`src/dla_csb_pkg.sv`:
```
// csb types and register map shared by all blocks, addresses are 16-bit word indices and byte strobes are not modelled
package dla_csb_pkg;

   ////////////////////////////////////////////////////////////////////////////
   // bus widths
   ////////////////////////////////////////////////////////////////////////////
   localparam int CSB_ADDR_W = 16;                       // word address, apb bits 17:2
   localparam int CSB_DATA_W = 32;

   ////////////////////////////////////////////////////////////////////////////
   // request and response payloads
   ////////////////////////////////////////////////////////////////////////////
   typedef struct packed {
      logic [CSB_ADDR_W-1:0] addr;
      logic [CSB_DATA_W-1:0] wdat;
      logic                  write;
      logic                  nposted;                    // set for reads only
   } csb_req_t;

   typedef struct packed {
      logic [CSB_DATA_W-1:0] data;
   } csb_resp_t;

   ////////////////////////////////////////////////////////////////////////////
   // register map in word addresses
   ////////////////////////////////////////////////////////////////////////////
   localparam logic [CSB_ADDR_W-1:0] REG_ID           = 16'h0000; // read only
   localparam logic [CSB_ADDR_W-1:0] REG_INTR_STATUS  = 16'h0001; // write 1 to clear
   localparam logic [CSB_ADDR_W-1:0] REG_INTR_MASK    = 16'h0002;
   localparam logic [CSB_ADDR_W-1:0] REG_DOORBELL     = 16'h0003; // sets status bits
   localparam logic [CSB_ADDR_W-1:0] REG_SCRATCH_BASE = 16'h0010;

   localparam logic [CSB_DATA_W-1:0] DLA_ID_VALUE = 32'h0010_0001;

   ////////////////////////////////////////////////////////////////////////////
   // bridge sequencing
   ////////////////////////////////////////////////////////////////////////////
   typedef enum logic [1:0] {
      IDLE,                                              // waiting for apb setup
      WAIT_PUSH,                                         // request offered to fifo
      WAIT_RESP                                          // read in flight
   } bridge_state_e;

endpackage
```
`src/dla_csb_top.sv`:
```
// apb host port to csb register space on a single clock, no data backbone and no error responses
`timescale 1ns/1ps

module dla_csb_top #(
   parameter int FIFO_DEPTH  = 4,                        // power of two
   parameter int NUM_SCRATCH = 16
) (
   input  logic        dla_csb_clk,
   input  logic        reset,
   // apb
   input  logic        psel,
   input  logic        penable,
   input  logic        pwrite,
   input  logic [31:0] paddr,
   input  logic [31:0] pwdata,
   output logic [31:0] prdata,
   output logic        pready,
   output logic        pslverr,
   output logic        dla_intr
);
   import dla_csb_pkg::*;

   ////////////////////////////////////////////////////////////////////////////
   // csb connections
   ////////////////////////////////////////////////////////////////////////////
   logic      push_valid;
   logic      push_ready;
   csb_req_t  push_req;
   logic      pop_valid;
   logic      pop_ready;
   csb_req_t  pop_req;
   logic      resp_valid;
   csb_resp_t resp;

   apb_csb_bridge bridge_0 (
      .dla_csb_clk(dla_csb_clk)
      ,.reset(reset)
      ,.psel(psel)
      ,.penable(penable)
      ,.pwrite(pwrite)
      ,.paddr(paddr)
      ,.pwdata(pwdata)
      ,.prdata(prdata)
      ,.pready(pready)
      ,.pslverr(pslverr)
      ,.push_valid(push_valid)
      ,.push_req(push_req)
      ,.push_ready(push_ready)
      ,.resp_valid(resp_valid)
      ,.resp(resp)
   );

   csb_req_fifo #(
      .payload_t(csb_req_t)
      ,.DEPTH(FIFO_DEPTH)
   ) fifo_0 (
      .dla_csb_clk(dla_csb_clk)
      ,.reset(reset)
      ,.push_valid(push_valid)
      ,.push_data(push_req)
      ,.push_ready(push_ready)
      ,.pop_valid(pop_valid)
      ,.pop_data(pop_req)
      ,.pop_ready(pop_ready)
   );

   csb_reg_block #(
      .NUM_SCRATCH(NUM_SCRATCH)
   ) regs_0 (
      .dla_csb_clk(dla_csb_clk)
      ,.reset(reset)
      ,.req_valid(pop_valid)
      ,.req(pop_req)
      ,.req_ready(pop_ready)
      ,.resp_valid(resp_valid)
      ,.resp(resp)
      ,.dla_intr(dla_intr)
   );

endmodule

```
`src/csb_reg_block.sv`:
```
// config space stand-in, one request per cycle, unmapped words read zero and drop writes
`timescale 1ns/1ps

module csb_reg_block #(
   parameter int NUM_SCRATCH = 16
) (
   input  logic                   dla_csb_clk,
   input  logic                   reset,
   input  logic                   req_valid,
   input  dla_csb_pkg::csb_req_t  req,
   output logic                   req_ready,
   output logic                   resp_valid,
   output dla_csb_pkg::csb_resp_t resp,
   output logic                   dla_intr
);
   import dla_csb_pkg::*;

   localparam int SCR_IDX_W = (NUM_SCRATCH > 1) ? $clog2(NUM_SCRATCH) : 1;
   localparam logic [CSB_ADDR_W-1:0] SCR_COUNT = CSB_ADDR_W'(NUM_SCRATCH);

   logic [CSB_DATA_W-1:0] intr_status;
   logic [CSB_DATA_W-1:0] intr_mask;
   logic [CSB_DATA_W-1:0] scratch [NUM_SCRATCH];
   logic [CSB_DATA_W-1:0] rd_data;
   logic [CSB_ADDR_W-1:0] scr_offset;
   logic [SCR_IDX_W-1:0]  scr_idx;
   logic                  scr_hit;
   logic                  accept;
   logic                  wr_accept;
   logic                  rd_accept;

   assign req_ready = !resp_valid;                       // one bubble per read
   assign accept    = req_valid && req_ready;
   assign wr_accept = accept && req.write;
   assign rd_accept = accept && req.nposted;

   ////////////////////////////////////////////////////////////////////////////
   // address decode
   ////////////////////////////////////////////////////////////////////////////
   assign scr_offset = req.addr - REG_SCRATCH_BASE;      // wraps high below the base
   assign scr_hit    = (scr_offset < SCR_COUNT);
   assign scr_idx    = scr_offset[SCR_IDX_W-1:0];

   always_comb begin
      rd_data = '0;
      case (req.addr)
         REG_ID:          rd_data = DLA_ID_VALUE;
         REG_INTR_STATUS: rd_data = intr_status;
         REG_INTR_MASK:   rd_data = intr_mask;
         REG_DOORBELL:    rd_data = '0;                  // write only
         default: begin
            if (scr_hit) begin
               rd_data = scratch[scr_idx];
            end
         end
      endcase
   end

   ////////////////////////////////////////////////////////////////////////////
   // registers and interrupt
   ////////////////////////////////////////////////////////////////////////////
   always_ff @(posedge dla_csb_clk) begin
      if (reset) begin
         intr_status <= '0;
         intr_mask   <= '0;
         resp_valid  <= 1'b0;
         dla_intr    <= 1'b0;
      end else begin
         resp_valid <= rd_accept;
         dla_intr   <= |(intr_status & intr_mask);       // lags status by a cycle
         if (wr_accept) begin
            case (req.addr)
               REG_INTR_STATUS: intr_status <= intr_status & ~req.wdat;
               REG_INTR_MASK:   intr_mask   <= req.wdat;
               REG_DOORBELL:    intr_status <= intr_status | req.wdat;
               default: ;
            endcase
         end
      end
   end

   always_ff @(posedge dla_csb_clk) begin
      if (wr_accept && scr_hit) begin
         scratch[scr_idx] <= req.wdat;
      end
      if (rd_accept) begin
         resp.data <= rd_data;
      end
   end

   // each request is either a posted write or a non-posted read, never both or neither
   a_req_kind : assert property (
      @(posedge dla_csb_clk) disable iff (reset) req_valid |-> req.write != req.nposted
   ) else $error("csb request is neither a plain write nor a plain read");

endmodule

```
`src/csb_req_fifo.sv`:
```
// first-word-fall-through fifo, DEPTH must be a power of two and at least 2
`timescale 1ns/1ps

module csb_req_fifo #(
   parameter type payload_t = logic [31:0],
   parameter int  DEPTH     = 4
) (
   input  logic     dla_csb_clk,
   input  logic     reset,
   // write side
   input  logic     push_valid,
   input  payload_t push_data,
   output logic     push_ready,
   // read side
   output logic     pop_valid,
   output payload_t pop_data,
   input  logic     pop_ready
);

   localparam int             IDX_W      = $clog2(DEPTH);
   localparam logic [IDX_W:0] FULL_LEVEL = (IDX_W + 1)'(DEPTH);

   payload_t       mem [DEPTH];
   logic [IDX_W:0] wr_ptr;                               // extra msb tells full from empty
   logic [IDX_W:0] rd_ptr;
   logic [IDX_W:0] level;
   logic           do_push;
   logic           do_pop;

   assign level      = wr_ptr - rd_ptr;
   assign push_ready = (level != FULL_LEVEL);
   assign pop_valid  = (level != '0);
   assign pop_data   = mem[rd_ptr[IDX_W-1:0]];           // head visible without a pop
   assign do_push    = push_valid && push_ready;
   assign do_pop     = pop_valid && pop_ready;

   always_ff @(posedge dla_csb_clk) begin
      if (reset) begin
         wr_ptr <= '0;
         rd_ptr <= '0;
      end else begin
         if (do_push) begin
            wr_ptr <= wr_ptr + 1'b1;
         end
         if (do_pop) begin
            rd_ptr <= rd_ptr + 1'b1;
         end
      end
   end

   always_ff @(posedge dla_csb_clk) begin
      if (do_push) begin
         mem[wr_ptr[IDX_W-1:0]] <= push_data;
      end
   end

   // a producer stalled by a full fifo keeps offering the same entry
   a_push_held : assert property (
      @(posedge dla_csb_clk) disable iff (reset)
      push_valid && !push_ready |=> push_valid && $stable(push_data)
   ) else $error("push dropped or changed while fifo full");

endmodule

```
`src/apb_csb_bridge.sv`:
```
// one apb transfer at a time, writes finish on fifo accept and reads stall until the csb response comes back
`timescale 1ns/1ps

module apb_csb_bridge (
   input  logic                 dla_csb_clk,
   input  logic                 reset,
   // apb slave side
   input  logic                 psel,
   input  logic                 penable,
   input  logic                 pwrite,
   input  logic [31:0]          paddr,
   input  logic [31:0]          pwdata,
   output logic [31:0]          prdata,
   output logic                 pready,
   output logic                 pslverr,
   // csb request toward the fifo
   output logic                 push_valid,
   output dla_csb_pkg::csb_req_t push_req,
   input  logic                 push_ready,
   // csb read response
   input  logic                 resp_valid,
   input  dla_csb_pkg::csb_resp_t resp
);
   import dla_csb_pkg::*;

   bridge_state_e state;
   logic          setup;                                 // apb setup phase seen
   logic          rd_done;                               // read data now in prdata

   assign setup      = psel && !penable;
   assign push_valid = (state == WAIT_PUSH);
   assign pslverr    = 1'b0;                             // no error responses on csb

   // writes complete as soon as the fifo takes them, reads one cycle after the response
   assign pready = (push_valid && push_ready && push_req.write) || rd_done;

   ////////////////////////////////////////////////////////////////////////////
   // state machine
   ////////////////////////////////////////////////////////////////////////////
   always_ff @(posedge dla_csb_clk) begin
      if (reset) begin
         state   <= IDLE;
         rd_done <= 1'b0;
      end else begin
         rd_done <= 1'b0;
         case (state)
            IDLE: begin
               if (setup) begin
                  state <= WAIT_PUSH;
               end
            end
            WAIT_PUSH: begin
               if (push_ready) begin
                  state <= push_req.write ? IDLE : WAIT_RESP;
               end
            end
            WAIT_RESP: begin
               if (resp_valid) begin
                  state   <= IDLE;
                  rd_done <= 1'b1;
               end
            end
            default: state <= IDLE;
         endcase
      end
   end

   // request built from the setup phase, held stable while pushing
   always_ff @(posedge dla_csb_clk) begin
      if (state == IDLE && setup) begin
         push_req.addr    <= paddr[17:2];                // byte to word address
         push_req.wdat    <= pwdata;
         push_req.write   <= pwrite;
         push_req.nposted <= !pwrite;
      end
      if (resp_valid) begin
         prdata <= resp.data;
      end
   end

   // a response without an outstanding read means the register block and bridge disagree
   a_resp_only_when_waiting : assert property (
      @(posedge dla_csb_clk) disable iff (reset) resp_valid |-> state == WAIT_RESP
   ) else $error("csb response outside WAIT_RESP");

endmodule

```
`config.mk`:
```
export PLATFORM = sky130hd
export DESIGN_NAME = dla_csb_top
export DESIGN_NICKNAME = d
export VERILOG_FILES = /design/src/dla_csb_pkg.sv /design/src/dla_csb_top.sv /design/src/csb_reg_block.sv /design/src/csb_req_fifo.sv /design/src/apb_csb_bridge.sv
export SDC_FILE = /design/constraint.sdc
export NUM_CORES = 1
export LEC_CHECK = 0
export BUFFER_PORTS_ARGS = -buffer_cell sky130_fd_sc_hd__buf_4
export CAP_MARGIN = 20
export CORE_MARGIN = 1
export CORE_UTILIZATION = 30
export DETAILED_ROUTE_END_ITERATION = 8
export PLACE_DENSITY = 0.43
export REMOVE_ABC_BUFFERS = 1
export SYNTH_ARGS = -nofsm -noshare
export SYNTH_HDL_FRONTEND = slang
export SYNTH_HIERARCHICAL = 1
export SYNTH_SLANG_ARGS = --single-unit
```
`constraint.sdc`:
```
create_clock -name dla_csb_clk -period 8.5 [get_ports dla_csb_clk]
set_clock_uncertainty 0.1 [all_clocks]
set_input_delay 1.7 -clock dla_csb_clk [delete_from_list [all_inputs] [get_ports dla_csb_clk]]
set_output_delay 1.7 -clock dla_csb_clk [all_outputs]
set_load 0.02 [all_outputs]
```
==> results of run 1 <==
final cells by class:
cell class / instances / area, µm²
repair buffers: 138 / 1061
clock inverters: 50 / 396.6
flip-flops and latches: 903 / 26350
clock buffers: 134 / 2713
inverters: 18 / 67.56
well taps: 1500 / 1877
multi-input cells: 684 / 7538
fillers: 10510 / 73110
layer usage:
metal | vias to the layer above | GRT usage | share of wire
li1 | 7386 | - | -
met1 | 9147 | 0.2111 | 0.45
met2 | 510 | 0.2397 | 0.47
met3 | 143 | 0.02986 | 0.057
met4 | 0 | 0.05017 | 0.026
met5 | - | 0 | 0
power by group:
group / leakage (nW) / internal, mW / switching (mW)
Clock: 1.52 / 2.41 / 1.71
Combinational: 2.77 / 1.01 / 1.77
Sequential: 8.10 / 5.40 / 0.141
cell families (layout without fill, tap and decap cells):
family	after synthesis	in the layout	share of synthesized area
flip-flops	903	903	0.7664
multiplexers	242	242	0.1300
AO/OA/AOI/OAI	220	220	0.04389
AND/OR/NAND/NOR	211	211	0.03698
buffers and inverters	127	340	0.01893
adder cells (fa/ha/maj)	7	7	0.002548
XOR/XNOR	3	3	0.001201
other	1	1	0.0001091
cells in the final DEF, fill, tap and decap left out, types with 21 or more instances in the layout:
cell type	synthesis	layout
clkinv_1	0	22
a32o_1	32	32
mux2i_1	56	56
nand4_1	46	46
a21oi_1	34	34
o21ai_0	55	55
nand3_1	52	52
buf_4	16	136
a22oi_1	46	46
mux4_2	161	157
dfxtp_1	77	74
clkbuf_16	0	102
o22ai_1	31	31
edfxtp_1	826	826
clkbuf_1	52	28
and2_1	25	21
worst max-delay path, stage by stage (launching register included):
cell and delay, ps:
dfxtp_4 830, buf_4 490, mux4_4 1030, nor2b_4 190, buf_4 540, nand3_1 480, nor2_4 850, buf_4 510
worst paths after layout:
| path | cells past startpoint | end | slack [ps] |
|---|---|---|---|
| max | 7 | regs_0/scratch[6][3] | 2950 |
| min | 0 | bridge_0/prdata[16] | 320 |
| max reg2reg | 7 | regs_0/scratch[6][3] | 2950 |
| min reg2reg | 0 | bridge_0/prdata[16] | 320 |
per-stage QoR:
stage | cells | total power, mW | TNS, ps
floorplan | 1605 | 7.448 | -74130
global placement | 3241 | 8.458 | 0
detailed placement | 3243 | 8.507 | 0
CTS | 3427 | 12.66 | 0
global route | 3427 | 12.98 | 0
finish | 3427 | 12.45 | 0
sequential cells by signal (all words and copies together) (netlist names), named ones only:
name	flops
bridge_0/prdata	32
bridge_0/push_req	50
bridge_0/rd_done	1
bridge_0/state	2
fifo_0/mem	200
fifo_0/rd_ptr	3
fifo_0/wr_ptr	3
regs_0/dla_intr	1
regs_0/intr_mask	32
regs_0/resp	32
regs_0/resp_valid	1
regs_0/scratch	512
==> run metrics, run 1 <==
Antenna Cells=0; Worst Max-Slew Pin Slew=roughly 1100 ps; initial antenna violation count=1; Clock transition at path regs=roughly 60 ps; Worst Path Max Fanout=56; register area share after synthesis=0.7664; CTS tree=built; RSZ-0062 raised after global routing=false; htree depth=3; Top Ports=about 100; area growth from synthesis to layout=16.37%; Die Ht=between 300 and 400 µm; Worst Setup End Kind=flip-flop; per-cell routed wire length=roughly 26 µm; CTS max path bufs=3; Post-DRT Antenna Nets=0; area share of the largest cell type after synthesis=0.7215; fraction of registers with async set/reset=0; top cell type by total area after synthesis=edfxtp_1; Global Route Usage Sum=0.1522; VDD IR max=between 0.00015 and 0.0002 V; WL final=88.33 mm; share of layout cells above drive strength 1=0.2579; Initial Util=0.3039; PostCTS Resize Cnt=0; most frequent cell after synthesis=edfxtp_1; DR DRC count=0; worst endpoint required time=8710 ps; vias=between 15000 and 20000; Row Count=around 120; Fin. Hold Viols=0; Pleak=roughly 12 nW; Syn Area/Cell=around 20 µm²; status=completed; Pre-antenna DRT Iters=5; Post-synth EDFFs=about 830; routability cong.=around 0.74; DP Wirelength=around 50 mm; Synth Flop Type=edfxtp_1; max-slew violation count=0; Port Buffers=86; vias in the first global route=~18000; Max-slew headroom=0.2930; initial DRC count=1336; dpl ws=~2800 ps; number of vias per cell=approximately 5.0; Final Cycle Share=0.6529; placed cell area=0.03690 mm²; Die X=roughly 340 µm; crit path time final=around 5500 ps; crit path kind=reg2reg; Mapped Cells=1714; Yosys cell types=58; Final Setup Violations=0; CORE AREA=approximately 0.11 mm²; HP Class=reg2reg; top cells by area, synth=edfxtp_1, mux4_2, dfxtp_1, mux2i_1, a22oi_1; Hold Worst Slack=about 320 ps; CTS Buf Count=100; number of hold buffers added after CTS=0; largest net degree at the start of global routing=57; maxcap violations=0; sink count of the clock tree=around 900; cell area after layout=between 0.04 and 0.05 mm²; Pwr per Cell Area=roughly 310 mW/mm²; synth cell count leaders=edfxtp_1, mux4_2, dfxtp_1; startpoint types=flip-flop; flops & latches, synth=903; CP arrival=around 5800 ps; DIE AREA=0.1159 mm²; first-pass GRT wire length=127.5 mm; nets=~1900; netlist area before placement=between 0.03 and 0.04 mm²; Clock Latency Late Sink=~670 ps; Highest Clock Rate=0.1802 GHz; hold_sp=regs_0/resp[16]; post-CTS setup buffer count=0; Final WS setup=2950 ps; total grt overflow=0; yosys warns=6; Final Util=0.3537; CTS root buf=clkbuf_16
(Power assumes the default switching activity.)
==> run 2, diff against run 1 <==
Settings changed: ABC_AREA set to 1, PLACE_DENSITY 0.43 to 0.45.
Clock period 8.5 ns to 5 ns, I/O delays scaled along.
==> run 2 against run 1 <==
- register-to-register slack got worse by 2200 ps
- sequential power up 72%
- sequential share of layout area down 4.1 points
- largest cell class unchanged
- largest power group unchanged
- highest routed layer unchanged
- utilization rose by 0.060 points
- non-clock buffer count increased by 49
==> run metrics, run 2 <==
Synth Flop Type=edfxtp_1; max-slew violation count=0; Clock Latency Late Sink=between 600 and 700 ps; most frequent cell after synthesis=edfxtp_1; detailed route wirelength on metal2=roughly 47 mm; Metal-1 WL=between 40 and 50 mm; Syn Area/Cell=between 10 and 15 µm²; cells on worst reg2reg path=12; sink count of the clock tree=between 900 and 1000; mux cell area share after synthesis=0; Crit. path cell count=12; Yosys cell types=33; Cell Chain, Critical Path=inv_2 > buf_12 > o21ai_0 > o22ai_1 > nor2_1 > nand2_1 > nor2_1 > nand2_2 > nor2_4 > inv_2 > nand2_1 > a21oi_1; WL final=roughly 98 mm; Pwr per Cell Area=555.0 mW/mm²; top cells by area, synth=edfxtp_1, nand2_1, nor2_1, dfxtp_1, o21ai_0; Top Ports=104; status=completed; adder-cell share of the synthesized area=0.002395; Post-DRT Antenna Nets=0; register area share after synthesis=0.7205; dpl ws=between 800 and 900 ps; Mapped Cells=around 3200; number of vias per cell=about 4.5; R2R Path End=regs_0/intr_mask[21]; synth cell count leaders=edfxtp_1, nand2_1, nor2_1; total grt overflow=0; DP Wirelength=54.74 mm; DR top layer=met4; HP Class=reg2reg; Pre-antenna DRT Iters=5; CTS tree=built; crit path kind=reg2reg; initial antenna violation count=3; maxcap violations=0; CTS max path bufs=3; nets=roughly 3400; vias=around 23000; share of layout cells above drive strength 1=0.1123; routability cong.=~0.8; crit-path leading delay family=simple AND/OR/NAND/NOR gates; flops & latches, synth=903; Post-Synth XOR/XNOR Area=0; PostCTS Resize Cnt=0; Biggest register=regs_0/scratch; largest family of logic cells by synthesized area=simple AND/OR/NAND/NOR gates; post-CTS setup buffer count=0; largest net degree at the start of global routing=between 100 and 150; initial DRC count=1803; area growth from synthesis to layout=16.69%; area share of the largest cell type after synthesis=0.6783; Row Count=about 130; RSZ-0062 raised after global routing=false; slowest stage delay, CP=about 830 ps; Initial Util=0.3036; Final Setup Violations=0; first-pass GRT wire length=144.9 mm; cell area after layout=roughly 0.043 mm²; Final WS setup=about 800 ps; Worst Max-Slew Pin Slew=1064 ps; CTS root buf=clkbuf_16; htree depth=3; Synth Area in Compound Gates=0.07031; met3 routed WL=roughly 4 mm; fraction of registers with async set/reset=0; CTS Buf Count=100; worst endpoint required time=between 5000 and 6000 ps; r2r setup slk=800 ps; startpoint types=flip-flop; yosys warns=6; Global Route Usage Sum=0.1584; Die Ht=351.1 µm; commonest non-fill, non-tap cell in the layout=edfxtp_1; CP arrival=between 4000 and 5000 ps; CORE AREA=0.1204 mm²; Final Cycle Share=0.8402; Worst path slowest cell=nor2_4; Final Util=0.3543; netlist area before placement=approximately 0.037 mm²; post-synthesis simple-gate area fraction=0.1582; Worst Path Max Fanout=between 60 and 70; Fin. Hold Viols=0; worst setup path endpoint=regs_0/intr_mask[21]; vias in the first global route=around 22000; most frequent cells in the layout=edfxtp_1, nand2_1, nor2_1; DR DRC count=0; Antenna Cells=0; Hold Worst Slack=~320 ps; Die X=about 350 µm; crit path time final=about 4200 ps; Bufs and invs on worst path=3; Max-slew headroom=0.2892; Worst Setup End Kind=flip-flop; Highest Clock Rate=between 0.2 and 0.25 GHz; VDD IR max=0.0004956 V; Pleak=15.60 nW; DIE AREA=between 0.1 and 0.15 mm²; Port Buffers=86; Post-synth EDFFs=a little over 800; placed cell area=about 0.039 mm²; Clock transition at path regs=about 60 ps; per-cell routed wire length=19.30 µm; top cell type by total area after synthesis=edfxtp_1; max reg flops=~510; number of hold buffers added after CTS=0
run 2: cells by family after synthesis:
logic type	count (synthesis)
other cells	1
compound gates	458
fa+ha+maj	7
flops	903
simple gates	1477
buf+inv	402
run 2: power breakdown:
part           switching [mW]  internal (mW)
clock                    2.96           4.26
combinational            5.11           1.83
sequential              0.136           9.39
run 2: worst min-delay path by stage:
stage | from | end | slack (ps) | cells after the start
floorplan | regs_0/resp[0] | bridge_0/prdata[0] | 300 | 0
global placement | regs_0/resp[22] | bridge_0/prdata[22] | 300 | 0
detailed placement | regs_0/resp[2] | bridge_0/prdata[2] | 300 | 0
CTS | regs_0/resp[1] | bridge_0/prdata[1] | 320 | 0
global route | regs_0/resp[3] | bridge_0/prdata[3] | 320 | 0
finish | regs_0/resp[0] | bridge_0/prdata[0] | 320 | 0
run 2: layer usage:
layer | track usage | vias to the layer above
met2 | 0.2651 | 440
li1 | - | 11240
met3 | 0.01999 | 103
met5 | 0 | -
met4 | 0.04161 | 0
met1 | 0.2162 | 11060
run 2: metrics by stage:
step                power [mW]  setup TNS, ps  std cells
finish                   23.68              0       5066
detailed placement       16.74              0       4880
global placement         16.72              0       4880
global route             25.00              0       5066
floorplan                13.38       -6661280       3081
CTS                      24.02              0       5066
run 2: worst reg2reg max path, stage by stage (launching register included):
cell and delay, ps:
dfxtp_4 520, inv_2 220, buf_12 250, o21ai_0 200, o22ai_1 100, nor2_1 200, nand2_1 230, nor2_1 350
nand2_2 170, nor2_4 830, inv_2 620, nand2_1 210, a21oi_1 70
run 2: area by class of cell:
class | count | area, µm²
fillers | 12070 | 77780
flip-flops and latches | 903 | 26350
multi-input cells | 1943 | 8643
clock buffers | 138 | 2799
well taps | 1612 | 2017
repair buffers | 187 | 1541
inverters | 235 | 890.9
clock inverters | 48 | 427.9
